### config.mk
export PLATFORM = sky130hd
export DESIGN_NAME = vga_top
export DESIGN_NICKNAME = d
export VERILOG_FILES = /design/src/hw/vga_pkg.sv /design/src/hw/vga_check_status.sv /design/src/hw/vga_pattern_gen.sv /design/src/hw/vga_sync_checker.sv /design/src/hw/vga_timing_gen.sv /design/src/hw/vga_top.sv
export SDC_FILE = /design/constraint.sdc
export NUM_CORES = 1
export LEC_CHECK = 0
export BUFFER_PORTS_ARGS = -buffer_cell sky130_fd_sc_hd__buf_2
export CAP_MARGIN = 20
export CORE_UTILIZATION = 55
export DETAILED_ROUTE_END_ITERATION = 8
export GPL_TIMING_DRIVEN = 0
export MAX_ROUTING_LAYER = met4
export PLACE_DENSITY = 0.74
export SYNTH_ARGS = -nofsm -noshare
export SYNTH_HDL_FRONTEND = slang
export SYNTH_HIERARCHICAL = 1
export SYNTH_SLANG_ARGS = --single-unit
export TNS_END_PERCENT = 30
### constraint.sdc
create_clock -name clk -period 2.9 [get_ports clk]
set_input_delay 0 -clock clk [delete_from_list [all_inputs] [get_ports clk]]
set_output_delay 0 -clock clk [all_outputs]
set_load 0.005 [all_outputs]
### src/hw/vga_pkg.sv
package vga_pkg;

   // Counter width shared by generator and checker
   // 12 bits covers 800 clocks per line and 525 lines per frame
   localparam int CNT_W = 12;

   // One colour channel
   // 4 bits per DAC on the board
   typedef logic [3:0] colour_t;

   // Pixel bus as it appears on the connector
   // Syncs active low, idle high
   typedef struct packed {
      colour_t r;
      colour_t g;
      colour_t b;
      logic    hsync;
      logic    vsync;
   } vga_bus_t;

   // Raster position from the timing generator
   typedef struct packed {
      // Pixel within the line, 0 at first visible pixel
      logic [11:0] x;
      // Line within the frame, 0 at first visible line
      logic [10:0] y;
      // Inside the visible window
      logic        active;
   } pix_pos_t;

   // Checker error flags
   // One bit per rule, strobed or sticky depending on the owner
   typedef struct packed {
      // hsync low width
      logic hpw;
      // Line period, fall to fall
      logic hper;
      // vsync low width in lines
      logic vpw;
      // Frame period in lines
      logic vper;
      // Colour seen outside the active window
      logic blank;
   } sync_err_t;

endpackage

### src/hw/vga_check_status.sv
`timescale 1ns/1ns

module vga_check_status (
   input  logic               clk,
   input  logic               rst,
   input  vga_pkg::sync_err_t err,
   input  logic               frame_done,
   output vga_pkg::sync_err_t err_flags,
   output logic [15:0]        frames,
   output logic               locked
);

   // Sticky flags, only reset clears them
   always_ff @(posedge clk) begin
      if (rst) begin
         err_flags <= '0;
      end else begin
         err_flags <= err_flags | err;
      end
   end

   // Checked frames, holds at full scale
   always_ff @(posedge clk) begin
      if (rst) begin
         frames <= '0;
      end else if (frame_done && frames != 16'hffff) begin
         frames <= frames + 16'd1;
      end
   end

   // Set by the first checked frame
   always_ff @(posedge clk) begin
      if (rst) begin
         locked <= 1'b0;
      end else if (frame_done) begin
         locked <= 1'b1;
      end
   end

endmodule

### src/hw/vga_pattern_gen.sv
`timescale 1ns/1ns

module vga_pattern_gen (
   input  logic              clk,
   input  logic              rst,
   input  vga_pkg::pix_pos_t pos,
   input  logic              hsync,
   input  logic              vsync,
   output vga_pkg::vga_bus_t vga_out
);
   import vga_pkg::*;

   // Full drive level for a lit channel
   localparam colour_t FULL = 4'hf;

   logic [2:0] bar_idx;
   logic [2:0] bar_rgb;
   colour_t    r_next;
   colour_t    g_next;
   colour_t    b_next;

   // Classic bar order, {r, g, b}
   // white yellow cyan green magenta red blue black
   function automatic logic [2:0] bar_colour(input logic [2:0] idx);
      case (idx)
         3'd0:    return 3'b111;
         3'd1:    return 3'b110;
         3'd2:    return 3'b011;
         3'd3:    return 3'b010;
         3'd4:    return 3'b101;
         3'd5:    return 3'b100;
         3'd6:    return 3'b001;
         default: return 3'b000;
      endcase
   endfunction

   // Bars two pixels wide, repeating every 16 pixels
   // Order shifts by one per line, 3-bit add wraps on purpose
   assign bar_idx = pos.x[3:1] + pos.y[2:0];
   assign bar_rgb = bar_colour(bar_idx);

   // Blanking forces black
   assign r_next = (pos.active && bar_rgb[2]) ? FULL : '0;
   assign g_next = (pos.active && bar_rgb[1]) ? FULL : '0;
   assign b_next = (pos.active && bar_rgb[0]) ? FULL : '0;

   // Colour and syncs share one stage so they stay aligned
   always_ff @(posedge clk) begin
      if (rst) begin
         vga_out <= '{r: '0, g: '0, b: '0, hsync: 1'b1, vsync: 1'b1};
      end else begin
         vga_out.r     <= r_next;
         vga_out.g     <= g_next;
         vga_out.b     <= b_next;
         vga_out.hsync <= hsync;
         vga_out.vsync <= vsync;
      end
   end

endmodule

### src/hw/vga_sync_checker.sv
`timescale 1ns/1ns

module vga_sync_checker #(
   parameter int H_ACTIVE = 640,
   parameter int H_FP     = 16,
   parameter int H_PW     = 96,
   parameter int H_BP     = 48,
   parameter int V_ACTIVE = 480,
   parameter int V_FP     = 10,
   parameter int V_PW     = 2,
   parameter int V_BP     = 33
) (
   input  logic               clk,
   input  logic               rst,
   input  vga_pkg::vga_bus_t  vga_in,
   output vga_pkg::sync_err_t err,
   output logic               frame_done
);
   import vga_pkg::*;

   localparam int H_TOTAL = H_ACTIVE + H_FP + H_PW + H_BP;
   localparam int V_TOTAL = V_ACTIVE + V_FP + V_PW + V_BP;

   // Expected measurements
   localparam logic [CNT_W-1:0] EXP_HPW  = CNT_W'(H_PW);
   localparam logic [CNT_W-1:0] EXP_HPER = CNT_W'(H_TOTAL);
   localparam logic [CNT_W-1:0] EXP_VPW  = CNT_W'(V_PW);
   localparam logic [CNT_W-1:0] EXP_VPER = CNT_W'(V_TOTAL);

   // Window seen from the sync falls, sync pulse and back porch come first
   localparam logic [CNT_W-1:0] H_WIN_LO = CNT_W'(H_PW + H_BP);
   localparam logic [CNT_W-1:0] H_WIN_HI = CNT_W'(H_PW + H_BP + H_ACTIVE);
   localparam logic [CNT_W-1:0] V_WIN_LO = CNT_W'(V_PW + V_BP);
   localparam logic [CNT_W-1:0] V_WIN_HI = CNT_W'(V_PW + V_BP + V_ACTIVE);
   localparam logic [CNT_W-1:0] H_LAST   = CNT_W'(H_TOTAL - 1);
   localparam logic [CNT_W-1:0] V_LAST   = CNT_W'(V_TOTAL - 1);
   // Pixel just before a line start, where vsync may change
   localparam logic [CNT_W-1:0] H_PRE_LS = CNT_W'((H_PW + H_BP + H_TOTAL - 1) % H_TOTAL);

   logic             hs_q;
   logic             vs_q;
   logic             hs_fall;
   logic             hs_rise;
   logic             vs_fall;
   logic             vs_rise;
   logic             armed;
   logic             h_seen;
   logic [CNT_W-1:0] h_low_cnt;
   logic [CNT_W-1:0] h_per_cnt;
   logic [CNT_W-1:0] v_low_cnt;
   logic [CNT_W-1:0] v_per_cnt;
   logic [CNT_W-1:0] h_pos;
   logic [CNT_W-1:0] v_pos;
   logic [CNT_W-1:0] hx;
   logic [CNT_W-1:0] vy;
   logic             in_window;
   logic             colour_on;
   sync_err_t        err_next;

   // Previous sync levels, idle high
   always_ff @(posedge clk) begin
      if (rst) begin
         hs_q <= 1'b1;
         vs_q <= 1'b1;
      end else begin
         hs_q <= vga_in.hsync;
         vs_q <= vga_in.vsync;
      end
   end

   assign hs_fall = hs_q && !vga_in.hsync;
   assign hs_rise = !hs_q && vga_in.hsync;
   assign vs_fall = vs_q && !vga_in.vsync;
   assign vs_rise = !vs_q && vga_in.vsync;

   // First vsync fall arms, line checks wait for a fall while armed
   always_ff @(posedge clk) begin
      if (rst) begin
         armed  <= 1'b0;
         h_seen <= 1'b0;
      end else begin
         if (vs_fall) armed <= 1'b1;
         if (hs_fall && (armed || vs_fall)) h_seen <= 1'b1;
      end
   end

   // Width and period in clocks, edge cycle counts as one
   // Saturate so a stuck sync cannot wrap back to a legal value
   always_ff @(posedge clk) begin
      if (rst) begin
         h_low_cnt <= '0;
         h_per_cnt <= '0;
      end else if (hs_fall) begin
         h_low_cnt <= CNT_W'(1);
         h_per_cnt <= CNT_W'(1);
      end else begin
         if (!vga_in.hsync && h_low_cnt != '1) h_low_cnt <= h_low_cnt + 1'b1;
         if (h_per_cnt != '1) h_per_cnt <= h_per_cnt + 1'b1;
      end
   end

   // Width and period in lines, one hsync fall per line
   always_ff @(posedge clk) begin
      if (rst) begin
         v_low_cnt <= '0;
         v_per_cnt <= '0;
      end else if (vs_fall) begin
         v_low_cnt <= hs_fall ? CNT_W'(1) : '0;
         v_per_cnt <= hs_fall ? CNT_W'(1) : '0;
      end else if (hs_fall) begin
         // Fall on the rising vsync edge belongs to the next line
         if (!vga_in.vsync && v_low_cnt != '1) v_low_cnt <= v_low_cnt + 1'b1;
         if (v_per_cnt != '1) v_per_cnt <= v_per_cnt + 1'b1;
      end
   end

   // Flywheel position, pulled back to zero by each fall
   assign hx = hs_fall ? '0 : h_pos;
   assign vy = vs_fall ? '0 : v_pos;

   always_ff @(posedge clk) begin
      if (rst) begin
         h_pos <= '0;
         v_pos <= '0;
      end else begin
         h_pos <= (hx == H_LAST) ? '0 : hx + 1'b1;
         if (hx == H_PRE_LS) begin
            v_pos <= (vy == V_LAST) ? '0 : vy + 1'b1;
         end else begin
            v_pos <= vy;
         end
      end
   end

   assign in_window = (hx >= H_WIN_LO) && (hx < H_WIN_HI) &&
                      (vy >= V_WIN_LO) && (vy < V_WIN_HI);
   assign colour_on = |{vga_in.r, vga_in.g, vga_in.b};

   // Widths close on the rising edge, periods on the next fall
   always_comb begin
      err_next       = '0;
      err_next.hpw   = h_seen && hs_rise && (h_low_cnt != EXP_HPW);
      err_next.hper  = h_seen && hs_fall && (h_per_cnt != EXP_HPER);
      err_next.vpw   = armed && vs_rise && (v_low_cnt != EXP_VPW);
      err_next.vper  = armed && vs_fall && (v_per_cnt != EXP_VPER);
      err_next.blank = armed && !in_window && colour_on;
   end

   // Strobes one clock after the closing edge
   always_ff @(posedge clk) begin
      if (rst) begin
         err        <= '0;
         frame_done <= 1'b0;
      end else begin
         err        <= err_next;
         frame_done <= vs_fall && armed;
      end
   end

endmodule

### src/hw/vga_timing_gen.sv
`timescale 1ns/1ns

module vga_timing_gen #(
   parameter int H_ACTIVE = 640,
   parameter int H_FP     = 16,
   parameter int H_PW     = 96,
   parameter int H_BP     = 48,
   parameter int V_ACTIVE = 480,
   parameter int V_FP     = 10,
   parameter int V_PW     = 2,
   parameter int V_BP     = 33
) (
   input  logic              clk,
   input  logic              rst,
   output vga_pkg::pix_pos_t pos,
   output logic              hsync,
   output logic              vsync
);
   import vga_pkg::*;

   // Totals in clocks and in lines
   localparam int H_TOTAL = H_ACTIVE + H_FP + H_PW + H_BP;
   localparam int V_TOTAL = V_ACTIVE + V_FP + V_PW + V_BP;

   // Wrap points
   localparam logic [CNT_W-1:0] H_LAST = CNT_W'(H_TOTAL - 1);
   localparam logic [CNT_W-1:0] V_LAST = CNT_W'(V_TOTAL - 1);

   // Visible area starts at counter zero
   localparam logic [CNT_W-1:0] H_VIS = CNT_W'(H_ACTIVE);
   localparam logic [CNT_W-1:0] V_VIS = CNT_W'(V_ACTIVE);

   // Sync pulse placed after the front porch
   localparam logic [CNT_W-1:0] HS_START = CNT_W'(H_ACTIVE + H_FP);
   localparam logic [CNT_W-1:0] HS_END   = CNT_W'(H_ACTIVE + H_FP + H_PW);
   localparam logic [CNT_W-1:0] VS_START = CNT_W'(V_ACTIVE + V_FP);
   localparam logic [CNT_W-1:0] VS_END   = CNT_W'(V_ACTIVE + V_FP + V_PW);

   logic [CNT_W-1:0] h_cnt;
   logic [CNT_W-1:0] v_cnt;
   logic             line_end;

   assign line_end = (h_cnt == H_LAST);

   // Pixel counter, one step per clock
   always_ff @(posedge clk) begin
      if (rst) begin
         h_cnt <= '0;
      end else if (line_end) begin
         h_cnt <= '0;
      end else begin
         h_cnt <= h_cnt + 1'b1;
      end
   end

   // Line counter, steps on the last pixel of each line
   // so vsync changes exactly at a line start
   always_ff @(posedge clk) begin
      if (rst) begin
         v_cnt <= '0;
      end else if (line_end) begin
         if (v_cnt == V_LAST) begin
            v_cnt <= '0;
         end else begin
            v_cnt <= v_cnt + 1'b1;
         end
      end
   end

   assign pos.x      = h_cnt;
   // Upper bit never set for legal frame sizes
   assign pos.y      = v_cnt[10:0];
   assign pos.active = (h_cnt < H_VIS) && (v_cnt < V_VIS);

   // Active low pulses
   assign hsync = !((h_cnt >= HS_START) && (h_cnt < HS_END));
   assign vsync = !((v_cnt >= VS_START) && (v_cnt < VS_END));

endmodule

### src/hw/vga_top.sv
`timescale 1ns/1ns

module vga_top #(
   parameter int H_ACTIVE = 640,
   parameter int H_FP     = 16,
   parameter int H_PW     = 96,
   parameter int H_BP     = 48,
   parameter int V_ACTIVE = 480,
   parameter int V_FP     = 10,
   parameter int V_PW     = 2,
   parameter int V_BP     = 33
) (
   input  logic               clk,
   input  logic               rst,
   output vga_pkg::vga_bus_t  vga_out,
   input  vga_pkg::vga_bus_t  vga_in,
   output vga_pkg::sync_err_t err_flags,
   output logic [15:0]        frames,
   output logic               locked
);

   // Raster position and raw syncs, one clock ahead of vga_out
   vga_pkg::pix_pos_t  pos;
   logic               hsync;
   logic               vsync;

   // Checker strobes
   vga_pkg::sync_err_t err;
   logic               frame_done;

   vga_timing_gen #(
      .H_ACTIVE(H_ACTIVE), .H_FP(H_FP), .H_PW(H_PW), .H_BP(H_BP),
      .V_ACTIVE(V_ACTIVE), .V_FP(V_FP), .V_PW(V_PW), .V_BP(V_BP)
   ) u_timing (
      .clk   (clk),
      .rst   (rst),
      .pos   (pos),
      .hsync (hsync),
      .vsync (vsync)
   );

   vga_pattern_gen u_pattern (
      .clk     (clk),
      .rst     (rst),
      .pos     (pos),
      .hsync   (hsync),
      .vsync   (vsync),
      .vga_out (vga_out)
   );

   // Watches the external input, not vga_out
   vga_sync_checker #(
      .H_ACTIVE(H_ACTIVE), .H_FP(H_FP), .H_PW(H_PW), .H_BP(H_BP),
      .V_ACTIVE(V_ACTIVE), .V_FP(V_FP), .V_PW(V_PW), .V_BP(V_BP)
   ) u_checker (
      .clk        (clk),
      .rst        (rst),
      .vga_in     (vga_in),
      .err        (err),
      .frame_done (frame_done)
   );

   vga_check_status u_status (
      .clk        (clk),
      .rst        (rst),
      .err        (err),
      .frame_done (frame_done),
      .err_flags  (err_flags),
      .frames     (frames),
      .locked     (locked)
   );

endmodule

==> results.toml, run 1 <==
[route]
wl_met3_um = 613
drt_iter0_drc = 370
vias = 5987
topRoutingLayerUsed = "met4"
wl_um = 14700
wl_met1_um = 6720
ant_nets = 0
first_pass_iters = 5
wl_met2_um = 7130
vias_per_cell = 5.82
wl_per_cell_um = 14.3
drc = 0

[worst_hold_path]
hold_class = "input port to flop"

[clock_network]
cts_tree = "done"
cts_inserted_buffers = 17
clk_pin_slew_ns = 0.05
cts.path.max_buffers = 2
cts_root_buf = "clkbuf_16"
clkLatencyLatePin_ns = 0.41
cts_sinks = 133
cts_htree_levels = 4

[floorplan]
die_h_um = 112
start_util = 0.575
row_count = 39
coreArea_sq_um = 11700
die_w_um = 112
io_pins = 52
design.die.area_sq_um = 12600

[power]
cellPowerDensity_nw_per_um2 = 542
p_leak_nw = 2.81
ir_drop_v = 0.000521

[yosys]
netlist_area_sq_um = 6710
ys_warn_count = 6
synthCells = 800
avgSynthCellArea_sq_um = 8.38
synth_nets = 835

[global_route]
antenna_found_initial = 0
overflow = 0
first_global_vias = 5663
grt_first_pass_wirelength_um = 25300
grt_max_degree = 17
track_usage = 0.254

[final_layout]
syn2layout_area_growth_pct = 16.2
fin_cells = 1029
antenna_cells = 0
finalNetCount = 908
layout-drive-gt1-share = 0.141

[sta]
tightest_slew_ns = 0.716
fmax_mhz = 378
fin_skew_ns = 0.00620
final_hold_viol_count = 0
final_max_slew_viol_count = 0
slew_headroom = 0.519
finalSetupTns_ns = 0
period_minus_slack_ns = 2.64
grt_setup_unrepaired = "no"
fin_crit_sh = 0.912
setup_viol = 0

[run]
maxCapViolCount = 0

[worst_setup_path]
required_ns = 3.24
worst_ep_arrival_time_ns = 2.98
crit_path_start_kind = "flop"
path_max_fanout = 10
path_class = "flop to flop"
end_kind = "flop"

[placed_design]
place.gp.congestion = 0.868
dp_hpwl_um = 10300
io_buffers = 50
dpl.cell_count = 993

[outcome]
status = "finished clean"
==> worst max-delay path: stages, from the launching register on <==
cell and delay [ns]:
dfxtp_1 0.35, nand2b_1 0.15, buf_6 0.17, buf_6 0.14, nand2_1 0.09, inv_1 0.09, ha_1 0.17, and3_1 0.16
buf_4 0.14, nand3_1 0.10, or2_0 0.23, buf_2 0.16, or4b_1 0.50, a21oi_1 0.12
==> flip-flops by register name, indices dropped and copies added, names as in the netlist, 12 cells and up <==
register	flops
u_timing/h_cnt	12
u_checker/h_pos	12
u_checker/v_pos	12
u_checker/v_per_cnt	12
u_status/frames	16
u_timing/v_cnt	12
u_checker/v_low_cnt	12
u_checker/h_per_cnt	12
u_checker/h_low_cnt	12
==> placed cells by master (no fill, tap or decap), types with 4 or more instances in the layout <==
cell type and n:
dfxtp_1 133, nor2_1 115, buf_2 54, nand2_1 51, nand3_1 48, xnor2_1 45
a21oi_1 39, inv_1 37, nor4_1 32, nor3_1 27, nand4_1 26, o21ai_0 25
clkbuf_1 22, ha_1 18, clkbuf_16 17, xor2_1 17, or3_1 14, buf_4 14
and3_1 13, and4_1 9, or4_1 8, nor4b_1 7, nor2b_1 7, nor3b_1 7
a31oi_1 6, or2_2 5, clkinv_2 4, nand2b_1 4, a211oi_1 4, o31ai_1 4
==> timing repair <==
| action | in CTS | in global routing |
|---|---|---|
| endpoints found under the hold margin | 12 | 0 |
| setup buffers | 0 | 1 |
| hold buffers | 3 | 0 |
| endpoints found under the setup margin | 1 | 6 |
| resized for setup | 1 | 7 |
==> routing by layer <==
layer | GRT usage | up-vias
met1 | 0.299 | 2800
li1 | - | 2999
met2 | 0.423 | 166
met4 | 0.114 | 0
met3 | 0.0486 | 22
met5 | - | -
==> where the power goes <==
group	switching (mW)	internal (mW)	leakage [nW]
combinational	0.111	0.0738	1.44
clock	0.750	1.41	0.293
sequential	0.0244	1.85	1.08
==> worst paths after layout <==
path,start,end,slack (ns),depth (start not counted)
worst max-delay path,u_checker/hs_q,u_checker/v_pos[4],0.26,13
worst min-delay path,vga_in[6],u_checker/err[0],0.05,4
worst max register to register,u_checker/hs_q,u_checker/v_pos[4],0.26,13
worst min register to register,u_checker/err[2],u_status/err_flags[2],0.44,2
==> area by class of cell <==
type                       instances  area, sq um
inverter                          37          139
buffer                            40          230
multi-input combinational        590         3690
clock inverter                     9          125
timing repair buffer              54          288
clock buffer                      23          478
tap                              143          179
sequential                       133         2660
fill                             996         3870
==> per-stage QoR <==
stage | hold slack (ns) | cell area [sq um] | power, mW | utilization | setup WS, ns
floorplan | 0.104 | 6710 | 2.02 | - | 0.347
global placement | 0.302 | 7140 | 2.09 | 0.612 | -0.0116
detailed placement | 0.307 | 7140 | 2.09 | 0.612 | -0.0971
CTS | 0.0238 | 7770 | 4.27 | 0.666 | 0.0633
global route | 0.0718 | 7790 | 4.38 | 0.668 | 0.0185
finish | 0.0502 | 7790 | 4.23 | 0.668 | 0.256
(Power assumes the default switching activity.)
==> run 2, diff against run 1 <==
clock period = 2.63 ns   (was 2.9 ns; I/O delays follow)
==> run 2 against run 1 <==
Effect of this change: routed wire length up 0.31%; maximum frequency up 6.5%; die area unchanged; clock power up 11%; clock skew up 0.00066 ns; combinational power up 14%; critical path depth down 7; register-to-register slack worse by 0.11 ns; first-iteration DRC count down 1.6%; total power up 11%; hold slack better by 0.010 ns.
==> results.toml, run 2 (synthesized netlist as in run 1, its figures left out) <==
[global_route]
first_global_vias = 5673
antenna_found_initial = 0
track_usage = 0.254
overflow = 0
grt_max_degree = 17
grt_first_pass_wirelength_um = 25300

[final_layout]
finalNetCount = 910
final_common_cell = "dfxtp_1"
regMostFlops = "u_status/frames"
largest_reg_flops = 16
layout_common_cells = "dfxtp_1, nor2_1, buf_2, nand2_1, nand3_1"
layout-drive-gt1-share = 0.153
syn2layout_area_growth_pct = 16.8
antenna_cells = 0
fin_cells = 1031

[clock_network]
cts_tree = "done"
clkLatencyLatePin_ns = 0.41
cts_root_buf = "clkbuf_16"
cts_sinks = 133
clk_pin_slew_ns = 0.06
cts.path.max_buffers = 2
cts_htree_levels = 4
cts_inserted_buffers = 17

[worst_setup_path]
cp_top_family = "simple AND/OR/NAND/NOR gates"
worst_ep_arrival_time_ns = 2.77
path_max_fanout = 8
required_ns = 2.92
crit_path_start_kind = "flop"
cp_num_buf_inv = 1
slowest_stage = "o31ai_4"
end_kind = "flop"
path_cells = "ha_1 -> nand4_1 -> or3_1 -> clkbuf_1 -> o31ai_4 -> nor2_1"
path_class = "flop to flop"
slowest_delay_ns = 0.49

[sta]
period_minus_slack_ns = 2.48
final_max_slew_viol_count = 0
slew_headroom = 0.519
setup_viol = 0
grt_setup_unrepaired = "no"
fin_crit_sh = 0.944
final_hold_viol_count = 0
tightest_slew_ns = 0.716
fmax_mhz = 403
fin_skew_ns = 0.00685

[route]
drt_iter0_drc = 364
ant_nets = 0
wl_um = 14700
drc = 0
wl_per_cell_um = 14.3
vias = 6008
first_pass_iters = 5
vias_per_cell = 5.83

[placed_design]
io_buffers = 50
place.gp.congestion = 0.868
dpl.cell_count = 993
dp_hpwl_um = 10300

[power]
p_leak_nw = 2.83
power_mw = 4.67
cellPowerDensity_nw_per_um2 = 596
ir_drop_v = 0.000577

[worst_hold_path]
hold_class = "input port to flop"

[floorplan]
io_pins = 52
coreArea_sq_um = 11700
design.die.area_sq_um = 12600
die_h_um = 112
row_count = 39
die_w_um = 112
start_util = 0.575

[run]
maxCapViolCount = 0

[outcome]
status = "finished clean"
-- run 2: per-stage QoR --
step	area (sq um)	util	worst slack, ns	hold slack (ns)	TNS [ns]
6_report	7840	0.672	0.147	0.0602	0
5_1_grt	7840	0.672	0.00951	0.0718	0
4_1_cts	7790	0.668	0.0168	0.0238	0
3_5_place_dp	7140	0.612	-0.367	0.307	-1.98
3_3_place_gp	7140	0.612	-0.282	0.302	-1.27
2_1_floorplan	6710	-	0.0768	0.104	0
-- run 2: repair_timing --
action / in CTS / in global routing
pin swaps: 0 / 1
setup endpoints to repair: 20 / 6
hold buffers: 3 / 0
gates cloned: 0 / 0
setup buffers: 1 / 2
resized for setup: 5 / 14
endpoints found under the hold margin: 12 / 0
-- run 2: final timing paths --
check | start | to | slack (ns) | cells after the start
setup / recovery | u_timing/h_cnt[1] | u_timing/v_cnt[3] | 0.15 | 6
hold / removal | vga_in[6] | u_checker/err[0] | 0.06 | 4
setup reg to reg | u_timing/h_cnt[1] | u_timing/v_cnt[3] | 0.15 | 6
hold reg to reg | u_checker/err[2] | u_status/err_flags[2] | 0.44 | 2
-- run 2: worst min-delay path, delay by kind of cell --
kind / cells / cell delay [ns]
and+or+nand+nor: 1 / 0.04
buffers and inverters: 1 / 0.07
AOI/OAI and AO/OA: 2 / 0.32
-- run 2: routing by layer --
| layer | vias to the layer above | GRT usage | part of all wire |
|---|---|---|---|
| li1 | 2999 | - | - |
| met1 | 2806 | 0.298 | 0.45 |
| met2 | 177 | 0.425 | 0.49 |
| met3 | 26 | 0.0486 | 0.045 |
| met4 | 0 | 0.114 | 0.017 |
| met5 | - | - | 0 |
-- run 2: layout make-up --
| class | instances | area [sq um] |
|---|---|---|
| repair buffers | 56 | 303 |
| well taps | 143 | 179 |
| clock inverters | 9 | 125 |
| plain buffers | 40 | 234 |
| flip-flops and latches | 133 | 2660 |
| fillers | 995 | 3820 |
| clock buffers | 23 | 478 |
| inverters | 37 | 139 |
| multi-input cells | 590 | 3720 |
-- run 2: report_power, final --
| part | switching (mW) | internal [mW] |
|---|---|---|
| clock | 0.833 | 1.56 |
| combinational | 0.124 | 0.0858 |
| sequential | 0.0276 | 2.04 |
| total | 0.984 | 3.69 |
==> run 3, diff against run 2 <==
--- a/config.mk
+++ b/config.mk
@@ -8,4 +8,5 @@
 export BUFFER_PORTS_ARGS = -buffer_cell sky130_fd_sc_hd__buf_2
 export CAP_MARGIN = 20
+export CORE_MARGIN = 2
 export CORE_UTILIZATION = 55
 export DETAILED_ROUTE_END_ITERATION = 8
==> constraint.sdc (replaced) <==
create_clock -name clk -period 2.63 [get_ports clk]
set_input_delay 0 -clock clk [delete_from_list [all_inputs] [get_ports clk]]
set_output_delay 0 -clock clk [all_outputs]
set_load 0.05 [all_outputs]
==> run 3 against run 2 <==
Effect of this change: first-iteration DRC count rose by 52%; combinational power rose by 27%; clock-buffer cell count rose by 1; worst setup slack improved by 0.044 ns; routed wire length rose by 1.1%; cell count did not move.
==> results.toml, run 3 (synthesized netlist as in run 1, its figures left out) <==
[route]
drc = 0
vias = 6029
ant_nets = 0
vias_per_cell = 5.85
wl_um = 14900
first_pass_iters = 5
wl_per_cell_um = 14.4
drt_iter0_drc = 554

[final_layout]
antenna_cells = 0
regMostFlops = "u_status/frames"
fillers = 1001
final_common_cell = "dfxtp_1"
layout-drive-gt1-share = 0.145
stdcell_area_sq_um = 7860
syn2layout_area_growth_pct = 17.1
layout_common_cells = "dfxtp_1, nor2_1, buf_2, nand2_1, nand3_1"
fin_util = 0.657
finalNetCount = 906
largest_reg_flops = 16

[global_route]
grt_first_pass_wirelength_um = 25500
overflow = 0
antenna_found_initial = 0
track_usage = 0.243
first_global_vias = 5662
grt_max_degree = 17

[power]
power_mw = 4.95
cellPowerDensity_nw_per_um2 = 630
ir_drop_v = 0.000301
p_leak_nw = 2.84

[clock_network]
clk_pin_slew_ns = 0.06
cts_sinks = 133
cts_inserted_buffers = 17
clkLatencyLatePin_ns = 0.41
cts_root_buf = "clkbuf_16"
cts_tree = "done"
cts.path.max_buffers = 2
cts_setup_buffers = 0
cts_htree_levels = 4

[worst_setup_path]
crit_path_start_kind = "flop"
slowest_stage = "or4b_1"
worst_ep_arrival_time_ns = 2.78
end_kind = "flop"
required_ns = 2.97
path_max_fanout = 19
path_cells = "nand2b_4 -> buf_6 -> nand2_1 -> inv_1 -> ha_2 -> and3_1 -> buf_4 -> nand3_1 -> or2_0 -> buf_2 -> or4b_1 -> a21oi_1"
path_class = "flop to flop"
slowest_delay_ns = 0.50

[outcome]
status = "finished clean"

[placed_design]
dp_hpwl_um = 10400
io_buffers = 50
pre_cts_ws_ns = -0.345
place.gp.congestion = 0.873
dpl_cell_area_sq_um = 7140

[floorplan]
row_count = 40
die_w_um = 114
coreArea_sq_um = 12000
io_pins = 52
design.die.area_sq_um = 13100
start_util = 0.561
die_h_um = 114

[sta]
final_hold_viol_count = 0
slew_headroom = 0.503
setup_viol = 0
fmax_mhz = 410
grt_setup_unrepaired = "no"
period_minus_slack_ns = 2.44
final_max_slew_viol_count = 0
fin_skew_ns = 0.00775
setup_ws_ns = 0.191
fin_crit_sh = 0.927
tightest_slew_ns = 0.739

[worst_hold_path]
hold_class = "input port to flop"

[run]
maxCapViolCount = 0
run 3: power by group:
| part | switching, mW | total [mW] | internal [mW] |
|---|---|---|---|
| Combinational | 0.185 | 0.267 | 0.0815 |
| Clock | 0.831 | 2.61 | 1.78 |
| Sequential | 0.0269 | 2.07 | 2.04 |
| Total | 1.04 | 4.95 | 3.91 |
run 3: final cells by class:
cell class | instances | area (sq um) | area share
Buffer | 39 | 224 | 0.0285
Tap cell | 147 | 184 | 0.0234
Timing Repair Buffer | 53 | 280 | 0.0357
Inverter | 37 | 139 | 0.0177
Clock buffer | 24 | 492 | 0.0626
Multi-Input combinational cell | 590 | 3710 | 0.472
Clock inverter | 8 | 169 | 0.0215
Sequential cell | 133 | 2660 | 0.339
run 3: repair_timing:
item                                    CTS  global route
pin swaps                                 0             1
hold buffers                              3             0
gates resized for setup                   5             9
hold endpoints to repair                 13             0
endpoints found under the setup margin   18             8
run 3: path summary, 6_finish.rpt:
kind | start | to | slack, ns | cells past startpoint
worst max-delay path | u_checker/hs_q | u_checker/v_pos[4] | 0.19 | 12
worst min-delay path | vga_in[6] | u_checker/err[0] | 0.09 | 4
worst max register to register | u_checker/hs_q | u_checker/v_pos[4] | 0.19 | 12
worst min register to register | u_checker/err[4] | u_status/err_flags[4] | 0.44 | 2
run 3: critical path, delay by kind of cell (launching register included):
kind / cells / cell delay, ns
AO/OA/AOI/OAI: 1 / 0.12
adder cells (fa/ha/maj): 1 / 0.19
buffers and inverters: 4 / 0.56
flip-flops: 1 / 0.34
AND/OR/NAND/NOR: 6 / 1.14
run 3: stage by stage:
stage	hold WS (ns)	instances	setup TNS, ns
floorplan	0.104	800	0
global placement	0.302	997	-1.45
detailed placement	0.302	997	-1.73
CTS	0.0818	1032	0
global route	0.0992	1031	0
finish	0.0882	1031	0
run 3: metal layers:
| metal | GRT usage | part of all wire |
|---|---|---|
| met4 | 0.0943 | 0.018 |
| met2 | 0.400 | 0.49 |
| met1 | 0.293 | 0.45 |
| met3 | 0.0498 | 0.046 |
| met5 | - | 0 |
